$ cat config.mk
export PLATFORM = sky130hd
export DESIGN_NAME = iob_split
export DESIGN_NICKNAME = d
export VERILOG_FILES = /design/src/rtl/iob_soc_pkg.sv /design/src/rtl/iob_split.sv
export SDC_FILE = /design/constraint.sdc
export NUM_CORES = 1
export LEC_CHECK = 0
export ABC_CLOCK_PERIOD_IN_PS = 1950
export BUFFER_PORTS_ARGS = -buffer_cell sky130_fd_sc_hd__buf_4
export CAP_MARGIN = 15
export CORE_AREA = 5 5 119 121
export CTS_BUF_LIST = sky130_fd_sc_hd__clkbuf_2 sky130_fd_sc_hd__clkbuf_4 sky130_fd_sc_hd__clkbuf_8
export DETAILED_ROUTE_END_ITERATION = 10
export DIE_AREA = 0 0 124 126
export GPL_ROUTABILITY_DRIVEN = 0
export PLACE_DENSITY = 0.46
export SYNTH_ARGS = -nofsm -noshare
export SYNTH_HDL_FRONTEND = slang
export SYNTH_SLANG_ARGS = --single-unit
$ cat constraint.sdc
create_clock -name clk_i -period 1.95 [get_ports clk_i]
set_input_delay 0.585 -clock clk_i [delete_from_list [all_inputs] [get_ports clk_i]]
set_output_delay 0.585 -clock clk_i [all_outputs]
set_load 0.01 [all_outputs]
$ cat src/rtl/iob_soc_pkg.sv
`default_nettype none

package iob_soc_pkg;

   // native bus widths
   localparam int ADDR_W = 32;
   localparam int DATA_W = 32;

   // internal sram of 1024 words, boot rom of 64 words
   localparam int SRAM_ADDR_W    = 12;
   localparam int BOOTROM_ADDR_W = 8;

   // boot image sits at the top of the sram
   localparam int BOOT_OFFSET = (1 << SRAM_ADDR_W) - (1 << BOOTROM_ADDR_W);

   // data bus slave select, 0 memory and 1 boot register
   localparam int P_SEL_BIT = 30;

   // request from master to slave
   typedef struct packed {
      logic                valid;
      logic [ADDR_W-1:0]   addr;
      logic [DATA_W-1:0]   wdata;
      logic [DATA_W/8-1:0] wstrb;
   } iob_req_t;

   // response from slave to master
   typedef struct packed {
      logic [DATA_W-1:0] rdata;
      logic              rvalid;
      logic              ready;
   } iob_resp_t;

   // boot controller states
   typedef enum logic [1:0] {
      BOOT_COPY,
      BOOT_RUN,
      BOOT_APP
   } boot_state_e;

endpackage

`default_nettype wire

$ cat src/rtl/iob_split.sv
`timescale 1ns/1ps
`default_nettype none

module iob_split #(
   parameter int N_SLAVES = 2
) (
   input  logic                   clk_i,
   input  logic                   arst_n_i,
   input  logic                   cke_i,
   input  iob_soc_pkg::iob_req_t  m_req_i,
   output iob_soc_pkg::iob_resp_t m_resp_o,
   output iob_soc_pkg::iob_req_t  s_req_o  [N_SLAVES],
   input  iob_soc_pkg::iob_resp_t s_resp_i [N_SLAVES]
);
   import iob_soc_pkg::*;

   localparam int SEL_W = (N_SLAVES > 1) ? $clog2(N_SLAVES) : 1;

   logic [SEL_W-1:0] sel;
   logic [SEL_W-1:0] sel_q;
   logic             rd_acc;

   // slave index taken from the address bits at P_SEL_BIT
   assign sel    = m_req_i.addr[P_SEL_BIT +: SEL_W];
   assign rd_acc = m_req_i.valid & cke_i & ~|m_req_i.wstrb;

   // same request to all slaves, valid only to the addressed one
   always_comb begin
      for (int i = 0; i < N_SLAVES; i++) begin
         s_req_o[i]       = m_req_i;
         s_req_o[i].valid = m_req_i.valid & (sel == SEL_W'(i));
      end
   end

   // remember who owes the read data
   always_ff @(posedge clk_i or negedge arst_n_i) begin
      if (!arst_n_i) begin
         sel_q <= '0;
      end else if (rd_acc) begin
         sel_q <= sel;
      end
   end

   assign m_resp_o.rdata  = s_resp_i[sel_q].rdata;
   assign m_resp_o.rvalid = s_resp_i[sel_q].rvalid;
   assign m_resp_o.ready  = s_resp_i[sel].ready;

   // one response per accepted read
   rvalid_single_a: assert property (
      @(posedge clk_i) disable iff (!arst_n_i)
      m_resp_o.rvalid && !rd_acc |=> !m_resp_o.rvalid
   );

endmodule

`default_nettype wire

Word-level counts from Yosys, hierarchy flattened
Index checks and enable logic that the tools add are counted.
{ "totals": {"register_bits": 1, "word_cells": 18} }
{ "classes": {"magnitude_cmp": 2, "n_bitwise": 7, "n_reduce_logical": 2, "mux": 6} }
{ "ops": {"columns": ["op", "count"], "rows": [
  ["34-bit two-way mux", 3],
  ["1-bit bitwise AND", 4],
  ["2-bit greater-or-equal comparator, second input constant", 2],
  ["1-bit NOT with 2-bit output", 2],
  ["4-bit OR reduction", 1],
  ["1-bit two-way mux", 3],
  ["1-bit logical NOT", 1],
  ["1-bit NOT", 1]
]} }

Longest topological paths before layout
{ "depth": {"ltp_word": 4, "ltp_mapped": 3} }

Least setup slack after synthesis
Ideal clock, no wire load.
{ "synth_timing": {"path_kind": "register -> output", "from": "register sel_q", "to": "output m_resp_o[10] (netlist bit)", "path_buffers": 2, "required_ns": 1.365, "stages_incl_launch_ff": 4, "t_arrival_ns": 0.990, "path_slack_ns": 0.375, "cell_sequence": "dfrtp_1 buf_2 buf_4 mux2_2"} }
{ "synth_rtl": {"columns": ["item", "line", "source"], "rows": [
  ["from (decl)", "iob_split.sv:20", "logic [SEL_W-1:0] sel_q;"],
  ["from (signal assigned)", "iob_split.sv:40", "sel_q <= sel;"],
  ["to (decl)", "iob_split.sv:11", "output iob_soc_pkg::iob_resp_t m_resp_o,"]
]} }

==> impl_metrics.yaml <==
outcome:
  status: "complete, no violations"
synthesis:
  yosys_warnings: 0
  synth_top_family_by_area: "buffers and inverters"
  yosysSeqAreaShare: 0.01667
  muxShareOfSynthArea: 0.2650
  synthXorXnorAreaFrac: 0
  synth_area_um2: 1501
  synthAdderAreaFrac: 0
  synth-compound-area-share: 0
  synthDominantCellAreaShare: 0.6950
  synthSimpleGateAreaFrac: 0.02000
  synth_top_area_cell: "buf_4"
  ys_types: 9
  ys_ff_latch: 1
  syn_area_per_cell_um2: 8.341
  synth.top_cells.by_area: "buf_4 70%, mux2_2 25%, dfrtp_1 1.7%"
  syn_nets: 320
  synth_cells: 180
timing:
  slew_violations: 0
  worst_pin_slew_ps: 223.2
  finalSetupViolCount: 0
  rsz0062_at_grt: "false"
  fin_crit_ps: 1750
  clock_skew_ps: 0
  fmax_mhz: 571.4
  finalCritPeriodShare: 0.8975
  hold_viol: 0
  tns_ps: 0
  worst_hold_slack_ps: 363.1
  slew_headroom: 0.8500
final_layout:
  final_net_count: 305
  largestRegisters: "sel_q: 1 flops"
  largest_reg_flops: 1
  drive_gt1_frac: 0.9755
  regMostFlops: "sel_q"
  syn_to_final_growth_pct: 7.166
  antennaDiodeCount: 0
critical_path:
  cp-start-kind: "input port"
  arrival_ps: 1170
  cp_cell_sequence: "buf_4 -> mux2_2 -> buf_4"
  crit_slowest_cell: "mux2_2"
  crit_top_cell: "buf_4"
  cp_top_family: "multiplexers"
  critPathCaptureType: "output pin"
  cp_num_buf_inv: 2
  r2r_slack_ps: 1180
  path_max_fanout: 6
  path_class: "input port to output pin"
  slowest_delay_ps: 330
  required_ps: 1360
clock_tree:
  cts_resized: 0
  holdBufCountCts: 0
  post_cts_buffers: 0
  path_clk_slew_ps: 0
  clock_insertion_delay_worst_skew_ps: 0
global_routing:
  grt_pass1_vias: 1097
  grt_pass1_wl_um: 6368
  grt_max_degree: 34
  antenna_found_initial: 0
  grt_overflow: 0
  track_usage: 0.05073
drt:
  wire_per_inst_um: 13.14
  drt_wl_total_um: 4453
  vias: 936
  routed_via_density: 2.761
  dr.pass1.iters: 2
  drt_iter0_drc: 15
  ant_nets: 0
  drc_errors: 0
placed_design:
  dp_hpwl_um: 3937
  port_buffers: 122
floorplan:
  fp.dieW_um: 124
  die_area_um2: 15620
  rows: 42
  core-area_um2: 12980
  io-pin-count: 312
  die_h_um: 126
  initial_utilization: 0.1157
power_and_ir_drop:
  vdd_drop_max_mv: 0.1924
  power_density_nw_per_um2: 381.7
  p_leak_nw: 0.7516
  internal-power_mw: 0.3894
  power_frac_seq: 0.048
  power_mw: 0.6142
  comb_power_share: 0.952
  p_switching_mw: 0.2248
  p_clk_frac: 0
  netSwitchingFraction: 0.3661
min_path:
  min_path_type: "input port to async pin"
run:
  maxCapViolCount: 0
-- cell usage after synthesis --
master / number
buf_4: 139
mux2_2: 34
and2_1: 1
buf_2: 1
dfrtp_1: 1
mux2_4: 1
nand3_1: 1
nor2b_1: 1
nor4_2: 1
-- worst paths after layout --
path | start | cells after the start | end
worst max-delay path | m_req_i[66] | 3 | m_resp_o[0]
worst min-delay path | arst_n_i | 1 | sel_q$_DFFE_PN0P_
min in group clk_i | sel_q$_DFFE_PN0P_ | 1 | sel_q$_DFFE_PN0P_
max in group asynchronous | arst_n_i | 1 | sel_q$_DFFE_PN0P_
worst min register to register | sel_q$_DFFE_PN0P_ | 1 | sel_q$_DFFE_PN0P_
worst max register to register | sel_q$_DFFE_PN0P_ | 1 | sel_q$_DFFE_PN0P_
-- per-layer routing --
layer  global-route usage  up-vias  wire [um]  share of wire
met5                    0        -          0              0
met4              0.01289        0         62          0.014
met3              0.03408       18        777           0.17
met2              0.08113      110       2083           0.47
met1              0.05498      403       1530           0.34
li1                     -      405          -              -
-- cells by family (layout without fill, tap and decap cells) --
family / Yosys count / count (layout)
buffers and inverters: 140 / 123
and+or+nand+nor: 4 / 4
muxes: 35 / 35
DFF: 1 / 1
-- stage by stage --
step | setup WS (ps) | instances | util | instance area, um2
3_3_place_gp | 203.8 | 339 | 0.1240 | 1609
6_report | 199.9 | 339 | 0.1240 | 1609
3_5_place_dp | 196.0 | 339 | 0.1240 | 1609
4_1_cts | 195.0 | 339 | 0.1240 | 1609
2_1_floorplan | 375.5 | 180 | - | 1501
5_1_grt | 170.1 | 339 | 0.1240 | 1609
-- cell usage in the layout (no fill, tap or decap), drive strengths merged --
cell / Yosys / final
mux2: 35 / 35
nand3: 1 / 1
and2: 1 / 1
dfrtp: 1 / 1
nor2b: 1 / 1
buf: 140 / 123
nor4: 1 / 1
-- power groups by stage --
| stage | clock network (mW) | registers, mW | logic (mW) |
|---|---|---|---|
| global placement | 0 | 0.0295 | 0.591 |
| finish | 0 | 0.0295 | 0.585 |
| CTS | 0 | 0.0297 | 0.596 |
| global route | 0 | 0.0304 | 0.625 |
| floorplan | 0 | 0.0256 | 0.553 |
| detailed placement | 0 | 0.0297 | 0.593 |
-- layout make-up --
cell class              instances  area [um2]
multi-input cells              39       427.9
fillers                      1501       11370
well taps                     176       220.2
repair buffers                123       935.9
flip-flops and latches          1       25.02
Power figures use the tool's default switching activity.
